## src/source/mem_pkg.sv

```systemverilog
// Memory stage package with word types, opcodes, trap causes and instruction views.
`default_nettype none

package mem_pkg;

    // Data or address word.
    typedef logic [31:0] word_t;

    // One write enable per byte lane.
    typedef logic [3:0] lane_t;

    // Trap cause code.
    typedef logic [3:0] cause_t;

    // Access width, as encoded in funct3[1:0].
    typedef enum logic [1:0] {
        SIZE_BYTE = 2'b00,
        SIZE_HALF = 2'b01,
        SIZE_WORD = 2'b10,
        SIZE_RSVD = 2'b11
    } access_size_e;

    // Read-modify-write operation, in funct5[4:2] order.
    typedef enum logic [2:0] {
        AMO_ADD  = 3'b000,
        AMO_XOR  = 3'b001,
        AMO_OR   = 3'b010,
        AMO_AND  = 3'b011,
        AMO_MIN  = 3'b100,
        AMO_MAX  = 3'b101,
        AMO_MINU = 3'b110,
        AMO_MAXU = 3'b111
    } amo_op_e;

    // How a held request gets executed.
    typedef enum logic [2:0] {
        KIND_LOAD,
        KIND_STORE,
        KIND_RMW,
        KIND_SWAP,
        KIND_ILLEGAL
    } kind_e;

    // Major opcodes, instruction bits [6:2].
    localparam logic [4:0] OP_LOAD  = 5'b00000;
    localparam logic [4:0] OP_STORE = 5'b01000;
    localparam logic [4:0] OP_AMO   = 5'b01011;

    // Atomics are word only.
    localparam logic [2:0] FUNCT3_AMO_W = 3'b010;
    localparam logic [4:0] FUNCT5_SWAP  = 5'b00001;

    localparam cause_t CAUSE_ILLEGAL     = 4'd2;
    localparam cause_t CAUSE_LOAD_ALIGN  = 4'd4;
    localparam cause_t CAUSE_STORE_ALIGN = 4'd6;

    // Two decodings of the same instruction word.
    typedef union packed {
        struct packed {
            logic [16:0]  upper;
            logic         zext;
            access_size_e size;
            logic [4:0]   rd;
            logic [4:0]   opcode;
            logic [1:0]   quad;
        } mem;
        struct packed {
            logic [4:0] funct5;
            logic       aq;
            logic       rl;
            logic [9:0] regs;
            logic [2:0] funct3;
            logic [4:0] rd;
            logic [4:0] opcode;
            logic [1:0] quad;
        } amo;
    } insn_u;

endpackage

`default_nettype wire
```

## src/source/mem_stage.sv

```systemverilog
// Memory stage top level joining the request holder and the access controller.
`timescale 1ns/1ps
`default_nettype none

module mem_stage #(
    parameter bit has_amo = 1'b1
) (
    input  logic              clk,
    input  logic              rst,

    // Decoded instruction from the previous stage.
    input  logic              d_valid,
    output logic              d_ready,
    input  mem_pkg::word_t    d_insn,
    input  mem_pkg::word_t    d_addr,
    input  mem_pkg::word_t    d_wdata,

    // Data bus.
    output logic              bus_re,
    output mem_pkg::lane_t    bus_we,
    output logic [29:0]       bus_addr,
    output mem_pkg::word_t    bus_wdata,
    input  logic              bus_ready,
    input  mem_pkg::word_t    bus_rdata,

    // One result per instruction.
    output logic              q_valid,
    output mem_pkg::word_t    q_rd_val,
    output logic              q_trap,
    output mem_pkg::cause_t   q_cause
);
    import mem_pkg::*;

    logic         req_held;
    logic         req_done;
    kind_e        req_kind;
    access_size_e req_size;
    logic         req_sign;
    amo_op_e      req_rmw_op;
    word_t        req_addr;
    word_t        req_operand;

    mem_request #(
        .has_amo (has_amo)
    ) u_request (
        .clk     (clk),
        .rst     (rst),
        .d_valid (d_valid),
        .d_ready (d_ready),
        .d_insn  (d_insn),
        .d_addr  (d_addr),
        .d_wdata (d_wdata),
        .done    (req_done),
        .held    (req_held),
        .kind    (req_kind),
        .size    (req_size),
        .sign    (req_sign),
        .rmw_op  (req_rmw_op),
        .addr    (req_addr),
        .operand (req_operand)
    );

    mem_access_ctrl u_access_ctrl (
        .clk       (clk),
        .rst       (rst),
        .held      (req_held),
        .kind      (req_kind),
        .size      (req_size),
        .sign      (req_sign),
        .rmw_op    (req_rmw_op),
        .addr      (req_addr),
        .operand   (req_operand),
        .done      (req_done),
        .bus_re    (bus_re),
        .bus_we    (bus_we),
        .bus_addr  (bus_addr),
        .bus_wdata (bus_wdata),
        .bus_ready (bus_ready),
        .bus_rdata (bus_rdata),
        .q_valid   (q_valid),
        .q_rd_val  (q_rd_val),
        .q_trap    (q_trap),
        .q_cause   (q_cause)
    );

endmodule

`default_nettype wire

```

## src/source/mem_request.sv

```systemverilog
// Request holder that decodes one memory instruction and keeps it until it completes.
`timescale 1ns/1ps
`default_nettype none

module mem_request #(
    parameter bit has_amo = 1'b1
) (
    input  logic                  clk,
    input  logic                  rst,
    input  logic                  d_valid,
    output logic                  d_ready,
    input  mem_pkg::word_t        d_insn,
    input  mem_pkg::word_t        d_addr,
    input  mem_pkg::word_t        d_wdata,
    input  logic                  done,
    output logic                  held,
    output mem_pkg::kind_e        kind,
    output mem_pkg::access_size_e size,
    output logic                  sign,
    output mem_pkg::amo_op_e      rmw_op,
    output mem_pkg::word_t        addr,
    output mem_pkg::word_t        operand
);
    import mem_pkg::*;

    insn_u   in_word;
    kind_e   dec_kind;
    amo_op_e dec_op;
    logic    accept;

    assign in_word = d_insn;
    assign dec_op  = amo_op_e'(in_word.amo.funct5[4:2]);
    assign d_ready = !held;
    assign accept  = d_valid && d_ready;

    // Anything not matched below traps as illegal.
    always_comb begin
        dec_kind = KIND_ILLEGAL;
        if (in_word.mem.quad == 2'b11) begin
            case (in_word.mem.opcode)
                OP_LOAD: begin
                    if (in_word.mem.size != SIZE_RSVD) begin
                        dec_kind = KIND_LOAD;
                    end
                end
                OP_STORE: begin
                    if (in_word.mem.size != SIZE_RSVD) begin
                        dec_kind = KIND_STORE;
                    end
                end
                OP_AMO: begin
                    // LR and SC fall through as illegal.
                    if (has_amo && in_word.amo.funct3 == FUNCT3_AMO_W) begin
                        if (in_word.amo.funct5[1:0] == 2'b00) begin
                            dec_kind = KIND_RMW;
                        end else if (in_word.amo.funct5 == FUNCT5_SWAP) begin
                            dec_kind = KIND_SWAP;
                        end
                    end
                end
                default: dec_kind = KIND_ILLEGAL;
            endcase
        end
    end

    always_ff @(posedge clk) begin
        if (rst) begin
            held <= 1'b0;
        end else if (accept) begin
            held <= 1'b1;
        end else if (done) begin
            held <= 1'b0;
        end
    end

    // Decoded fields, captured with the instruction.
    always_ff @(posedge clk) begin
        if (accept) begin
            kind    <= dec_kind;
            size    <= in_word.mem.size;
            sign    <= !in_word.mem.zext;
            rmw_op  <= dec_op;
            addr    <= d_addr;
            operand <= d_wdata;
        end
    end

    // A held request keeps its fields until the controller finishes it.
    held_until_done: assert property (@(posedge clk) disable iff (rst)
        held && !done |=> held && $stable({kind, size, sign, rmw_op, addr, operand}))
        else $error("held request changed before done");

    // The controller only finishes what was handed to it.
    done_needs_held: assert property (@(posedge clk) disable iff (rst) done |-> held)
        else $error("done without a held request");

endmodule

`default_nettype wire

```

## src/source/mem_access_ctrl.sv

```systemverilog
// Access controller that sequences bus phases, checks alignment and registers the result.
`timescale 1ns/1ps
`default_nettype none

module mem_access_ctrl (
    input  logic                  clk,
    input  logic                  rst,
    input  logic                  held,
    input  mem_pkg::kind_e        kind,
    input  mem_pkg::access_size_e size,
    input  logic                  sign,
    input  mem_pkg::amo_op_e      rmw_op,
    input  mem_pkg::word_t        addr,
    input  mem_pkg::word_t        operand,
    output logic                  done,
    output logic                  bus_re,
    output mem_pkg::lane_t        bus_we,
    output logic [29:0]           bus_addr,
    output mem_pkg::word_t        bus_wdata,
    input  logic                  bus_ready,
    input  mem_pkg::word_t        bus_rdata,
    output logic                  q_valid,
    output mem_pkg::word_t        q_rd_val,
    output logic                  q_trap,
    output mem_pkg::cause_t       q_cause
);
    import mem_pkg::*;

    localparam logic [2:0] ST_CHECK     = 3'd0;
    localparam logic [2:0] ST_ACCESS    = 3'd1;
    localparam logic [2:0] ST_RMW_READ  = 3'd2;
    localparam logic [2:0] ST_RMW_WRITE = 3'd3;
    localparam logic [2:0] ST_FINISH    = 3'd4;

    logic [2:0] st;
    logic [2:0] st_next;
    logic       phase_re;
    logic       phase_we;
    logic       latch_old;
    logic       is_rmw;
    logic       misalign;
    logic       trap_now;
    cause_t     cause_sel;
    word_t      old_word;
    word_t      alu_val;
    word_t      lane_wdata;
    word_t      lane_rdata;
    word_t      result_val;

    assign is_rmw   = (kind == KIND_RMW) || (kind == KIND_SWAP);
    assign misalign = ((size == SIZE_HALF) && addr[0]) ||
                      ((size == SIZE_WORD) && (addr[1:0] != 2'b00));
    assign trap_now = (kind == KIND_ILLEGAL) || misalign;

    always_comb begin
        if (kind == KIND_ILLEGAL) begin
            cause_sel = CAUSE_ILLEGAL;
        end else if (!misalign) begin
            cause_sel = '0;
        end else if (kind == KIND_LOAD) begin
            cause_sel = CAUSE_LOAD_ALIGN;
        end else begin
            // Atomics report as stores.
            cause_sel = CAUSE_STORE_ALIGN;
        end
    end

    // Phase machine. The first cycle of a request already drives the bus.
    always_comb begin
        st_next   = st;
        phase_re  = 1'b0;
        phase_we  = 1'b0;
        latch_old = 1'b0;
        done      = 1'b0;
        case (st)
            ST_CHECK: begin
                if (held && trap_now) begin
                    done    = 1'b1;
                    st_next = ST_FINISH;
                end else if (held) begin
                    phase_re = (kind != KIND_STORE);
                    phase_we = (kind == KIND_STORE);
                    if (bus_ready && is_rmw) begin
                        latch_old = 1'b1;
                        st_next   = ST_RMW_WRITE;
                    end else if (bus_ready) begin
                        done    = 1'b1;
                        st_next = ST_FINISH;
                    end else begin
                        st_next = is_rmw ? ST_RMW_READ : ST_ACCESS;
                    end
                end
            end
            ST_ACCESS: begin
                phase_re = (kind == KIND_LOAD);
                phase_we = (kind == KIND_STORE);
                if (bus_ready) begin
                    done    = 1'b1;
                    st_next = ST_FINISH;
                end
            end
            ST_RMW_READ: begin
                phase_re = 1'b1;
                if (bus_ready) begin
                    latch_old = 1'b1;
                    st_next   = ST_RMW_WRITE;
                end
            end
            ST_RMW_WRITE: begin
                phase_we = 1'b1;
                if (bus_ready) begin
                    done    = 1'b1;
                    st_next = ST_FINISH;
                end
            end
            default: st_next = ST_CHECK;
        endcase
    end

    always_ff @(posedge clk) begin
        if (rst) begin
            st <= ST_CHECK;
        end else begin
            st <= st_next;
        end
    end

    always_ff @(posedge clk) begin
        if (latch_old) begin
            old_word <= bus_rdata;
        end
    end

    mem_amo_alu u_amo_alu (
        .op      (rmw_op),
        .swap    (kind == KIND_SWAP),
        .old_val (old_word),
        .operand (operand),
        .new_val (alu_val)
    );

    assign lane_wdata = (kind == KIND_STORE) ? operand : alu_val;

    mem_lanes u_lanes (
        .phase_re  (phase_re),
        .phase_we  (phase_we),
        .size      (size),
        .sign      (sign),
        .addr      (addr),
        .wdata     (lane_wdata),
        .bus_rdata (bus_rdata),
        .bus_re    (bus_re),
        .bus_we    (bus_we),
        .bus_addr  (bus_addr),
        .bus_wdata (bus_wdata),
        .rdata     (lane_rdata)
    );

    // Atomics return the word as it was before the write.
    always_comb begin
        if (trap_now || kind == KIND_STORE) begin
            result_val = '0;
        end else if (is_rmw) begin
            result_val = old_word;
        end else begin
            result_val = lane_rdata;
        end
    end

    always_ff @(posedge clk) begin
        if (done) begin
            q_rd_val <= result_val;
            q_trap   <= trap_now;
            q_cause  <= cause_sel;
        end
    end

    assign q_valid = (st == ST_FINISH);

    bus_req_hold: assert property (@(posedge clk) disable iff (rst)
        (bus_re || bus_we != '0) && !bus_ready
            |=> $stable({bus_re, bus_we, bus_addr, bus_wdata}))
        else $error("bus request changed before bus_ready");

endmodule

`default_nettype wire

```

## src/source/mem_lanes.sv

```systemverilog
// Byte lane logic for store steering and load extraction with sign extension.
`timescale 1ns/1ps
`default_nettype none

module mem_lanes (
    input  logic                  phase_re,
    input  logic                  phase_we,
    input  mem_pkg::access_size_e size,
    input  logic                  sign,
    input  mem_pkg::word_t        addr,
    input  mem_pkg::word_t        wdata,
    input  mem_pkg::word_t        bus_rdata,
    output logic                  bus_re,
    output mem_pkg::lane_t        bus_we,
    output logic [29:0]           bus_addr,
    output mem_pkg::word_t        bus_wdata,
    output mem_pkg::word_t        rdata
);
    import mem_pkg::*;

    logic [7:0]  byte_val;
    logic [15:0] half_val;
    logic        lane_ok;

    assign bus_re   = phase_re;
    assign bus_addr = addr[31:2];

    // Narrow stores repeat their data on every lane.
    always_comb begin
        bus_we    = '0;
        bus_wdata = wdata;
        case (size)
            SIZE_BYTE: begin
                bus_wdata = {4{wdata[7:0]}};
                bus_we    = phase_we ? lane_t'(4'b0001 << addr[1:0]) : 4'b0000;
            end
            SIZE_HALF: begin
                bus_wdata = {2{wdata[15:0]}};
                if (phase_we) begin
                    bus_we = addr[1] ? 4'b1100 : 4'b0011;
                end
            end
            SIZE_WORD: bus_we = {4{phase_we}};
            default:   bus_we = '0;
        endcase
    end

    // Pick the addressed byte and half.
    always_comb begin
        case (addr[1:0])
            2'b00:   byte_val = bus_rdata[7:0];
            2'b01:   byte_val = bus_rdata[15:8];
            2'b10:   byte_val = bus_rdata[23:16];
            default: byte_val = bus_rdata[31:24];
        endcase
        half_val = addr[1] ? bus_rdata[31:16] : bus_rdata[15:0];
    end

    always_comb begin
        case (size)
            SIZE_BYTE: rdata = {{24{sign && byte_val[7]}}, byte_val};
            SIZE_HALF: rdata = {{16{sign && half_val[15]}}, half_val};
            default:   rdata = bus_rdata;
        endcase
    end

    // A write phase reaches at least one lane and never overlaps a read.
    assign lane_ok = !phase_we || (!phase_re && bus_we != '0);

    // Unknown phases before the first reset edge are let through.
    always_comb begin
        lane_shape: assert final (lane_ok !== 1'b0)
            else $error("write phase without lanes or overlapping a read");
    end

endmodule

`default_nettype wire

```

## src/source/mem_amo_alu.sv

```systemverilog
// Atomic ALU that computes the value written back by a read-modify-write access.
`timescale 1ns/1ps
`default_nettype none

module mem_amo_alu (
    input  mem_pkg::amo_op_e op,
    input  logic             swap,
    input  mem_pkg::word_t   old_val,
    input  mem_pkg::word_t   operand,
    output mem_pkg::word_t   new_val
);
    import mem_pkg::*;

    logic        sub_en;
    logic        flip_msb;
    word_t       lhs;
    word_t       rhs;
    logic [32:0] sum;
    logic        old_ge;

    // Min and max subtract. The signed pair also flips both sign bits.
    assign sub_en   = op[2];
    assign flip_msb = (op == AMO_MIN) || (op == AMO_MAX);

    assign lhs = old_val ^ {flip_msb, 31'b0};
    assign rhs = operand ^ {flip_msb, 31'b0} ^ {32{sub_en}};

    // One adder for add and every compare.
    assign sum    = {1'b0, lhs} + {1'b0, rhs} + {32'b0, sub_en};
    assign old_ge = sum[32];

    always_comb begin
        if (swap) begin
            new_val = operand;
        end else begin
            case (op)
                AMO_ADD:            new_val = sum[31:0];
                AMO_XOR:            new_val = old_val ^ operand;
                AMO_OR:             new_val = old_val | operand;
                AMO_AND:            new_val = old_val & operand;
                AMO_MIN, AMO_MINU:  new_val = old_ge ? operand : old_val;
                AMO_MAX, AMO_MAXU:  new_val = old_ge ? old_val : operand;
                default:            new_val = sum[31:0];
            endcase
        end
    end

endmodule

`default_nettype wire

```

## config.mk

```make
export PLATFORM = sky130hd
export DESIGN_NAME = mem_stage
export DESIGN_NICKNAME = d
export VERILOG_FILES = /design/src/source/mem_pkg.sv /design/src/source/mem_stage.sv /design/src/source/mem_request.sv /design/src/source/mem_access_ctrl.sv /design/src/source/mem_lanes.sv /design/src/source/mem_amo_alu.sv
export SDC_FILE = /design/constraint.sdc
export NUM_CORES = 1
export LEC_CHECK = 0
export ABC_AREA = 1
export CORE_MARGIN = 5
export CORE_UTILIZATION = 60
export CTS_BUF_LIST = sky130_fd_sc_hd__clkbuf_8
export DETAILED_ROUTE_END_ITERATION = 10
export DONT_BUFFER_PORTS = 1
export PLACE_DENSITY = 0.75
export SETUP_SLACK_MARGIN = 0.3
export SLEW_MARGIN = 40
export SYNTH_ARGS = -nofsm -noshare
export SYNTH_HDL_FRONTEND = slang
export SYNTH_SLANG_ARGS = --single-unit
```

## constraint.sdc

```tcl
create_clock -name clk -period 7.3 [get_ports clk]
set_clock_uncertainty 0.15 [all_clocks]
set_input_delay 0.73 -clock clk [delete_from_list [all_inputs] [get_ports clk]]
set_output_delay 0.73 -clock clk [all_outputs]
set_load 0.01 [all_outputs]
```

# Word level (Yosys, flattened, before mapping)
# Cells that the tools add are included.
[word_totals]
reg_bits = 146
in_bits = 132
out_inout_bits = 106
[op_classes]
n_addsub = 2
n_eq_ne = 29
n_shift = 1
muxes = 47
bitwise_logic = 7
reduce_logical = 28
[ops]
columns = ["operator", "count"]
rows = [
  ["$pmux W32 S6", 1],
  ["$mux W32", 5],
  ["$pmux W32 S2", 2],
  ["$xor A32 B32 Y32", 4],
  ["$add A32 B32 Y33", 1],
  ["$add A33 B1 Y33", 1],
  ["$mux W3", 11],
  ["$and A32 B32 Y32", 1],
  ["$or A32 B32 Y32", 1],
  ["$pmux W8 S3", 1],
  ["$eq A3 B2 Y1 const B", 7],
  ["$eq A3 B3 Y1 const B", 6],
  ["$pmux W3 S3", 2],
  ["$mux W16", 1],
  ["$mux W1", 13],
  ["$mux W4", 3],
  ["$pmux W4 S3", 1],
  ["$eq A5 B4 Y1 const B", 2],
  ["$eq A3 B1 Y1 const B", 3],
  ["$logic_not A3 Y1", 3],
  ["$reduce_or A2 Y1", 4],
  ["$logic_and A1 B1 Y1", 7],
  ["$eq A2 B2 Y1 const B", 3],
  ["$logic_not A2 Y1", 3],
  ["other kinds (16)", 28],
]

# Longest topological paths before layout
# Gate-level depths: netlist of run 1.
[logic_depth]
depth_word = 11
ltp_mapped = 21
ltp_nobuf = 20

# Modules after synthesis
# From an unflattened synthesis of run 1, not the netlist that was laid out.
[unflattened]
hier_cells = 1782
area_unflattened_um2 = 12722.2
[modules_own_cells]
columns = ["mod", "n_inst", "cells_per_inst", "area_each_um2", "seq_area_each_um2"]
rows = [
  ["mem_amo_alu", 1, 1061, 5677.9, 0.0],
  ["mem_access_ctrl", 1, 346, 3285.7, 2072.0],
  ["mem_request", 1, 112, 2393.5, 2212.1],
  ["mem_lanes", 1, 263, 1365.1, 0.0],
]

# Worst setup path before layout of run 1
# No wires, ideal clock.
[synth_path]
path_type = "input to register"
start = "input port bus_ready"
end = "register u_request.held"
setup_time_ns = 0.119
arrival_ns = 3.734
required_time_ns = 7.031
path_slack_ns = 3.297
cell_stages = 5
path_buffers = 0
path_cell_list = "inv_1 o21ai_0 inv_1 nand2_1 a21oi_1"
[synth_between]
elab_chain_cells = 6
word_cells_on_any_way = 7
classes_between = "5 x mux; 2 x reduce/logical"
[synth_lines]
columns = ["element", "line", "rtl"]
rows = [
  ["start: declaration", "mem_stage.sv:23", "input logic bus_ready,"],
  ["$mux W1 or $logic_and A1 B1 Y1 (tied branches)", "--", ""],
  ["$mux W1", "mem_access_ctrl.sv:83", "if (bus_ready && is_rmw) begin"],
  ["$mux W1", "mem_access_ctrl.sv:80", "end else if (held) begin"],
  ["$mux W1", "mem_access_ctrl.sv:77", "if (held && trap_now) begin"],
  ["$pmux W1 S2 *", "mem_access_ctrl.sv:75", "case (st)"],
  ["via req_done", "mem_stage.sv:35", "logic req_done;"],
  ["$reduce_bool A2 Y1 (no source line) *", "--", ""],
  ["end signal: assignment", "mem_request.sv:68", "held <= 1'b0;"],
  ["end signal: assignment", "mem_request.sv:70", "held <= 1'b1;"],
  ["end signal: assignment", "mem_request.sv:72", "held <= 1'b0;"],
  ["end: declaration", "mem_request.sv:16", "output logic held,"],
]
# Mark *: on every way through the listed nets, which the timed path passes. The rest lies on a longest branch.
# A chain may end at the register's enable or synchronous reset.

# Final worst setup path of run 1
[layout_path]
start = "register u_request.rmw_op[2]"
end = "output port bus_wdata[31]"
[layout_between]
elab_chain_cells = 11
word_cells_on_any_way = 22
classes_between = "2 x add/sub; 7 x eq/ne; 6 x mux; 3 x bitwise; 4 x reduce/logical"
[layout_lines]
columns = ["element", "line", "rtl"]
rows = [
  ["start: declaration", "mem_request.sv:20", "output mem_pkg::amo_op_e rmw_op,"],
  ["start signal: assignment", "mem_request.sv:82", "rmw_op <= dec_op;"],
  ["$eq A3 B3 Y1", "mem_amo_alu.sv:23, mem_amo_alu.sv:36", ""],
  ["$logic_or A1 B1 Y1", "mem_amo_alu.sv:23", "assign flip_msb = (op == AMO_MIN) || (op == AMO_MAX);"],
  ["$xor A32 B32 Y32 (2 in series)", "mem_amo_alu.sv:26", "assign rhs = operand ^ {flip_msb, 31'b0} ^ {32{sub_en}};"],
  ["$add A32 B32 Y33", "mem_amo_alu.sv:29", "assign sum = {1'b0, lhs} + {1'b0, rhs} + {32'b0, sub_en};"],
  ["$add A33 B1 Y33", "mem_amo_alu.sv:29", ""],
  ["$mux W32, on equally long branches", "mem_amo_alu.sv:42, mem_amo_alu.sv:41", ""],
  ["$pmux W32 S6 *", "mem_amo_alu.sv:36", "case (op)"],
  ["$mux W32 *", "mem_amo_alu.sv:33", "if (swap) begin"],
  ["$mux W32 *", "mem_access_ctrl.sv:142", "assign lane_wdata = (kind == KIND_STORE) ? operand : alu_val;"],
  ["$pmux W32 S2 *", "mem_lanes.sv:32", "case (size)"],
  ["end: declaration", "mem_stage.sv:22", "output mem_pkg::word_t bus_wdata,"],
]
# Mark *: on every way between the ends. The rest lies on a longest branch, timed or not.

==> results.cfg, run 1 <==
[yosys]
synth-seq-cells = 144
postSynthAreaPerCell_um2 = 7.53
synth_edf_count = 140
syn_inst = 1592
synthArstFlopShare_pct = 0
synthFlopType = edfxtp_1
synth_cell_types = 49
syn_area_mm2 = 0.0120
ys_seq_area_share_pct = 35.7
ys_warn_count = 0

[power_and_ir_drop]
ir_drop_mv = 0.140
cellPowerDensity_mw_per_mm2 = 191
p_leak_nw = 5.56

[global_route]
grt_usage_pct = 33.8
grt_max_degree = 74
antenna_found_initial = 4
grt_pass1_vias = 10454
grt_pass1_wl_um = 58800
grt_overflow = 0

[timing]
period_minus_slack_ns = 5.79
tightest_slew_ns = 0.810
finalMaxSlewViolations = 0
finalCritPeriodShare_pct = 79.3
slew_headroom_pct = 45.8
setup_viol = 0
rsz0062_at_grt = no
setup_tns_ns = 0
fmax_ghz = 0.173
layout_setup_ws_ns = 1.51
hold_viol_final = 0

[run_status]
status = finished, final reports clean

[drt]
drt_wl_total_um = 38400
remaining_drc_errors = 0
drt-initial-drc-count = 963
dr.pass1.iters = 6
vias = 11255
via_per_inst = 6.21
drt-wirelength-per-cell_um = 21.2
final_antenna_net_count = 0

[setup_path]
cp.buffers_inverters = 3
path_delay_family = simple AND/OR/NAND/NOR gates
critPathMostFrequentCell = nand2_1
cp.arrival_ns = 4.91
worstPathMaxFanout = 51
worst_path_largest_cell_delay_ns = 0.56
crit_type = register to output pin
cp_data_required_time_ns = 6.42
crit_path_end_kind = output pin
crit_path_top_delay_cell = nand2_4
crit_chain = buf_4 > o21ai_0 > fa_1 > inv_1 > nand2_1 > nand2_1 > nand3_1 > nand2_1 > nand2_1 > nand2_2 > nand2_4 > nand2_4 > buf_4 > nand2_1 > nand3_1 > nand2_1 > nor2_1 > nand3_1 > nand2_1 > nand3_1
startpoint_type = register

[clock_network]
clk_pin_slew_ns = 0.09
post_cts_resized = 0
clock-sinks = 144
cts_tree = yes
post-cts-setup-buffers = 0
cts-root-buf = clkbuf_8
worstSkewPairLatency_ns = 0.47
hold_buffers = 0
cts_made_buffers = 17
cts.path.max_buffers = 2
htree_num_levels = 4

[floorplanning]
core_area_mm2 = 0.0196
die_area_mm2 = 0.0229
dieWidth_um = 151
rows = 51
ios = 238
initial_core_util_pct = 61.2
fp.dieH_um = 151

[final_layout]
seq_area_mm2 = 0.00428
multi_input_area_mm2 = 0.00649
nets = 1763
fillCellCount = 1813
utilization_pct = 63.3
area_growth_pct = 3.42
drive_above_1_share_pct = 5.18

[place]
portBuffers = 0
hpwl_um = 29600
place_congestion = 1.03
pre_cts_ws_ns = 2.09

[run]
max_cap_viol_count = 0

[min_path]
hp-class = input pin to register
[registers in the layout (all words and copies together) (netlist names)]
name / flops
u_request.sign: 1
u_request.operand: 32
u_request.held: 1
u_access_ctrl.q_rd_val: 32
u_access_ctrl.q_cause: 2
u_request.size: 2
u_request.rmw_op: 3
u_access_ctrl.st: 3
u_request.addr: 32
u_access_ctrl.q_trap: 1
u_request.kind: 3
u_access_ctrl.old_word: 32
[worst paths after layout]
| check | from | endpoint | slack, ns | cells past startpoint |
|---|---|---|---|---|
| min reg2reg | u_request.held | u_request.held | 0.36 | 2 |
| min | rst | u_access_ctrl.st[1] | 0.17 | 1 |
| max | u_request.rmw_op[2] | bus_wdata[31] | 1.51 | 20 |
| max reg2reg | u_request.size[1] | u_access_ctrl.q_rd_val[0] | 4.20 | 11 |
[report_power, final]
part,leakage [nW],switching (mW),internal [mW]
Combinational,4.00,0.480,0.207
Sequential,1.35,0.0565,0.973
Clock,0.206,0.362,0.288
Total,5.56,0.898,1.47
[Yosys cell counts, types with 8 or more instances]
master / count / area (um^2)
clkbuf_1: 33 / 124
nand3_1: 173 / 866
a21oi_1: 99 / 495
o21bai_1: 8 / 60.1
nor2_1: 126 / 473
o211ai_1: 18 / 135
edfxtp_1: 140 / 4200
buf_2: 22 / 110
ha_1: 98 / 1230
inv_1: 185 / 694
nand2_1: 377 / 1420
a221oi_1: 41 / 359
nor3_1: 10 / 50.1
o21ai_0: 93 / 465
buf_4: 33 / 248
nand4_1: 14 / 87.6
xor2_1: 33 / 289
[layout make-up]
| type | count | area share (%) |
|---|---|---|
| tap | 265 | 2.67 |
| antenna | 2 | 0.0403 |
| sequential | 144 | 34.5 |
| multi-input combinational | 1158 | 52.3 |
| inverter | 193 | 5.85 |
| clock buffer | 17 | 1.89 |
| clock inverter | 15 | 1.33 |
| timing repair buffer | 18 | 1.34 |
[metrics by stage]
stage	hold slack, ns	power (mW)	instance area [um^2]	cells
after floorplan	0.298	1.55	12000	1593
after global placement	0.321	1.69	11900	1776
after detailed placement	0.342	1.72	12000	1778
after CTS	0.151	2.36	12400	1810
after global routing	0.162	2.49	12400	1810
final	0.171	2.37	12400	1812
[logic make-up (layout without fill, tap and decap cells)]
| logic type | count (synthesis) | in the layout | synth area share, % |
|---|---|---|---|
| AO/OA/AOI/OAI | 291 | 291 | 14.6 |
| multiplexers | 1 | 1 | 0.0834 |
| AND/OR/NAND/NOR | 728 | 728 | 25.9 |
| buffers and inverters | 291 | 243 | 10.6 |
| flip-flops | 144 | 144 | 35.7 |
| other | 1 | 4 | 0.0313 |
| XOR/XNOR | 37 | 37 | 2.70 |
| adder cells (fa/ha/maj) | 99 | 99 | 10.4 |
[cell usage in the layout, fill, tap and decap left out, types with 7 or more instances in the layout]
cell type and n:
nand2_1 377, inv_1 184, nand3_1 173, edfxtp_1 140
nor2_1 122, a21oi_1 99, ha_1 98, o21ai_0 91
a221oi_1 41, xor2_1 33, o211ai_1 18, clkbuf_8 17
buf_4 15, nand4_1 14, nor3_1 9, inv_2 8
o21bai_1 8, o21ai_1 7, inv_8 7
[per-layer routing]
metal | part of all wire (%) | wire (um) | vias up | GRT usage (%)
li1 | - | - | 5254 | -
met5 | 0 | 0 | - | 0
met2 | 44 | 17000 | 638 | 51.6
met3 | 14 | 5430 | 67 | 11.4
met4 | 2.9 | 1100 | 0 | 10.5
met1 | 39 | 14900 | 5296 | 45.7
Note: power is estimated with default switching activity, not from simulation.
==> run 2, diff against run 1 <==
Clock period 7.3 ns to 6.05 ns, I/O delays scaled along.
==> run 2 against run 1 <==
  * Sequential cell count is the same
  * Largest cell class unchanged
  * Via count shrank 0.63%
  * Highest routed layer unchanged
  * Design area is 0.41% higher
==> results.cfg, run 2 (synthesized netlist as in run 1, its figures left out) <==
[place]
dp_cells = 1781
portBuffers = 0
placed_area_mm2 = 0.0120
place_congestion = 1.02
hpwl_um = 30100

[final_layout]
final_area_mm2 = 0.0125
final_cell_mix = 377 x nand2_1, 184 x inv_1, 173 x nand3_1
nets = 1766
multi_input_area_mm2 = 0.00650
area_growth_pct = 3.85
final_cells = 1815
seq_area_mm2 = 0.00428
drive_above_1_share_pct = 5.36
fillCellCount = 1712
final_common_cell = nand2_1

[drt]
final_antenna_net_count = 0
drt_wl_total_um = 38800
vias = 11184
via_per_inst = 6.16
drt-wirelength-per-cell_um = 21.4
dr.pass1.iters = 6
drt-initial-drc-count = 1097
remaining_drc_errors = 0

[clock_network]
post-cts-setup-buffers = 0
worstSkewPairLatency_ns = 0.46
cts_made_buffers = 17
clk_pin_slew_ns = 0.10
htree_num_levels = 4
post_cts_resized = 0
cts_tree = yes
cts.path.max_buffers = 2
cts-root-buf = clkbuf_8
clock-sinks = 144
hold_buffers = 0

[global_route]
grt_pass1_wl_um = 58900
grt_overflow = 0
antenna_found_initial = 3
grt_max_degree = 74
grt_usage_pct = 34.1
grt_pass1_vias = 10542

[timing]
finalCritPeriodShare_pct = 88.9
whs_ns = 0.0410
slew_headroom_pct = 41.6
finalMaxSlewViolations = 0
setup_tns_ns = 0
tightest_slew_ns = 0.876
setup_viol = 0
rsz0062_at_grt = no
hold_viol_final = 0
fmax_ghz = 0.186
period_minus_slack_ns = 5.38

[floorplanning]
rows = 51
initial_core_util_pct = 61.2
die_area_mm2 = 0.0229
dieWidth_um = 151
core_area_mm2 = 0.0196
fp.dieH_um = 151
ios = 238

[setup_path]
cp.arrival_ns = 4.62
worstPathMaxFanout = 32
startpoint_type = register
cp_data_required_time_ns = 5.29
r2r_cells = 11
crit_path_end_kind = output pin
crit_type = register to output pin

[run_status]
status = finished, final reports clean

[power_and_ir_drop]
cellPowerDensity_mw_per_mm2 = 229
ir_drop_mv = 0.148
p_leak_nw = 5.58
p_total_mw = 2.85

[min_path]
worstHoldPathCells = 1
hp-class = input pin to register

[run]
max_cap_viol_count = 0
## run 2: final cells by class
type	instances	share of cell area (%)
Multi-Input combinational cell	1158	52.2
Sequential cell	144	34.4
Inverter	193	5.83
Tap cell	265	2.66
Clock buffer	17	1.88
Timing Repair Buffer	21	1.65
Clock inverter	15	1.36
Antenna cell	2	0.0402
## run 2: path summary, 6_finish.rpt
kind                                          start                   endpoint  slack, ns
worst max register to register    u_request.size[1]  u_access_ctrl.q_rd_val[9]       2.99
worst min-delay path                            rst        u_access_ctrl.st[0]       0.04
worst max-delay path            u_request.rmw_op[2]              bus_wdata[16]       0.67
worst min register to register       u_request.held             u_request.held       0.33
## run 2: report_power, final
group          switching [mW]  internal (mW)
clock network           0.429          0.347
logic                   0.575          0.253
registers              0.0710           1.17
## run 2: layer usage
layer  track usage (%)  part of all wire, %  up-vias
met3              11.1                   14       98
li1                  -                    -     5265
met1              45.3                   38     5202
met4              12.2                  3.9        0
met2              52.3                   44      619
met5                 0                    0        -
## run 2: metrics by stage
stage / worst slack, ns / util, %
after CTS: 0.753 / 63.5
after global routing: 0.356 / 63.6
after floorplan: 2.17 / -
final: 0.674 / 63.6
after detailed placement: 1.27 / 61.5
after global placement: 1.37 / 61.1
## run 2: worst max-delay path, cell delays in order (launching register included)
cell and delay [ns]:
edfxtp_1 0.86, o21ai_0 0.39, fa_1 0.52, inv_1 0.07
nand2_1 0.08, nand2_1 0.07, nand3_1 0.07, nand2_1 0.19
nand2_1 0.09, nand2_2 0.13, nand2_4 0.07, nand2_4 0.28
buf_4 0.34, nand2_1 0.10, nand3_1 0.09, nand3_1 0.10
nand2_1 0.07, nand2_1 0.20, nand2_1 0.11, o21ai_0 0.30
==> run 3, diff against run 2 <==
Settings changed: HOLD_SLACK_MARGIN from default to 0.12.
==> run 3 against run 2 <==
  * Design area increased by 8.2%
  * Via count increased by 5.2%
  * Setup slack got worse by 0.021 ns
  * First-iteration DRC count increased by 16%
  * Maximum frequency decreased by 0.39%
  * Hold slack improved by 0.14 ns
  * Utilization increased by 5.2 points
  * Total power increased by 2.7%
  * Sequential share of layout area decreased by 2.6 points
  * Clock power increased by 2%
  * Sequential cell count unchanged
  * Die area unchanged
  * Highest routed layer unchanged
==> results.cfg, run 3 (synthesized netlist as in run 1, its figures left out) <==
[global_route]
antenna_found_initial = 0
grt_usage_pct = 35.7
grt_overflow = 0
grt_max_degree = 74
grt_pass1_wl_um = 62200
grt_pass1_vias = 11242

[timing]
layout_setup_ws_ns = 0.653
finalMaxSlewViolations = 0
slew_headroom_pct = 40.1
tightest_slew_ns = 0.898
period_minus_slack_ns = 5.40
hold_viol_final = 0
fmax_ghz = 0.185
setup_viol = 0
rsz0062_at_grt = no
setup_tns_ns = 0
finalCritPeriodShare_pct = 89.2

[setup_path]
crit_type = register to output pin
cp.arrival_ns = 4.64
reg2reg_from = u_request.kind[2]
ff2ff_setup_slack_ns = 2.98
r2r_end = u_access_ctrl.q_rd_val[6]
worstPathMaxFanout = 32
r2r_cells = 8
crit_path_end_kind = output pin
startpoint_type = register
cp_data_required_time_ns = 5.29

[final_layout]
final_area_mm2 = 0.0135
drive_above_1_share_pct = 5.03
final_cells = 1916
multi_input_area_mm2 = 0.00650
fillCellCount = 1557
final_common_cell = nand2_1
seq_area_mm2 = 0.00428
nets = 1869
final_cell_mix = 377 x nand2_1, 184 x inv_1, 173 x nand3_1
utilization_pct = 68.8
num_antenna_cells = 0
area_growth_pct = 12.4

[floorplanning]
ios = 238
fp.dieH_um = 151
dieWidth_um = 151
rows = 51
initial_core_util_pct = 61.2
die_area_mm2 = 0.0229
core_area_mm2 = 0.0196

[clock_network]
cts.path.max_buffers = 2
post-cts-setup-buffers = 0
clk_pin_slew_ns = 0.09
cts-root-buf = clkbuf_8
worstSkewPairLatency_ns = 0.47
cts_tree = yes
htree_num_levels = 4
cts_made_buffers = 17
clock-sinks = 144

[run]
max_cap_viol_count = 0

[drt]
drt-wirelength-per-cell_um = 21.4
remaining_drc_errors = 0
via_per_inst = 6.14
drt-initial-drc-count = 1273
final_antenna_net_count = 0
vias = 11770
drt_wl_total_um = 41000
dr.pass1.iters = 9

[power_and_ir_drop]
p_leak_nw = 6.01
cellPowerDensity_mw_per_mm2 = 217
ir_drop_mv = 0.155

[min_path]
hold_end = u_request.held
worstHoldPathCells = 2
hp-start = d_valid
hp-class = input pin to register

[place]
hpwl_um = 30100
pre_cts_ws_ns = 1.27
placed_area_mm2 = 0.0120
place_congestion = 1.02
portBuffers = 0
dp_cells = 1781

[run_status]
status = finished, final reports clean
## run 3: changes by cell type in the layout (fill, tap and decap cells not counted), sizes merged
cell         before  now
diode             2    0
dlygate4sd3       0  103
## run 3: repair_timing
action,in CTS,in global routing
gates resized for setup,0,0
hold buffers,103,0
hold endpoints to repair,106,0
## run 3: metrics by stage
step	total power [mW]	hold slack, ns
floorplan	1.87	0.298
global placement	2.05	0.322
detailed placement	2.08	0.322
CTS	2.90	0.161
global route	3.06	0.200
finish	2.93	0.180
## run 3: cell type report
type / instances / area share (%)
multi-input cells: 1158 / 48.2
inverters: 193 / 5.38
clock buffers: 17 / 1.74
repair buffers: 124 / 9.17
well taps: 265 / 2.46
clock inverters: 15 / 1.25
flip-flops and latches: 144 / 31.8
## run 3: critical path: stages, from the launching register on
cell and delay (ns):
edfxtp_1 0.87, o21ai_0 0.39, fa_1 0.52, inv_1 0.07
nand2_1 0.08, nand2_1 0.07, nand3_1 0.07, nand2_1 0.19
nand2_1 0.10, nand2_2 0.13, nand2_4 0.07, nand2_4 0.29
buf_4 0.34, nand2_1 0.10, nand3_1 0.08, nand3_1 0.10
nand2_1 0.07, nand2_1 0.21, nand2_1 0.12, o21ai_0 0.30
## run 3: worst max path at each step
stage,end,startpoint,slack [ns]
3_5_place_dp,bus_wdata[16],u_request.rmw_op[2],1.27
5_1_grt,bus_wdata[16],u_request.rmw_op[2],0.36
2_1_floorplan,u_request.held,bus_ready,2.17
4_1_cts,bus_wdata[16],u_request.rmw_op[2],0.75
6_report,bus_wdata[16],u_request.rmw_op[2],0.65
3_3_place_gp,bus_wdata[16],u_request.rmw_op[2],1.37
## run 3: where the power goes
| group | total (mW) | internal, mW | switching [mW] | leakage (nW) |
|---|---|---|---|---|
| Sequential | 1.25 | 1.17 | 0.0727 | 1.35 |
| Combinational | 0.893 | 0.298 | 0.595 | 4.45 |
| Clock | 0.788 | 0.347 | 0.441 | 0.201 |
| Total | 2.93 | 1.82 | 1.11 | 6.01 |
## run 3: per-layer routing
metal  track usage, %  up-vias  wire (um)
li1                 -     5459          -
met1             47.1     5448      15300
met2             56.1      775      18500
met3             10.6       88       5810
met4             12.8        0       1400
met5                0        -          0
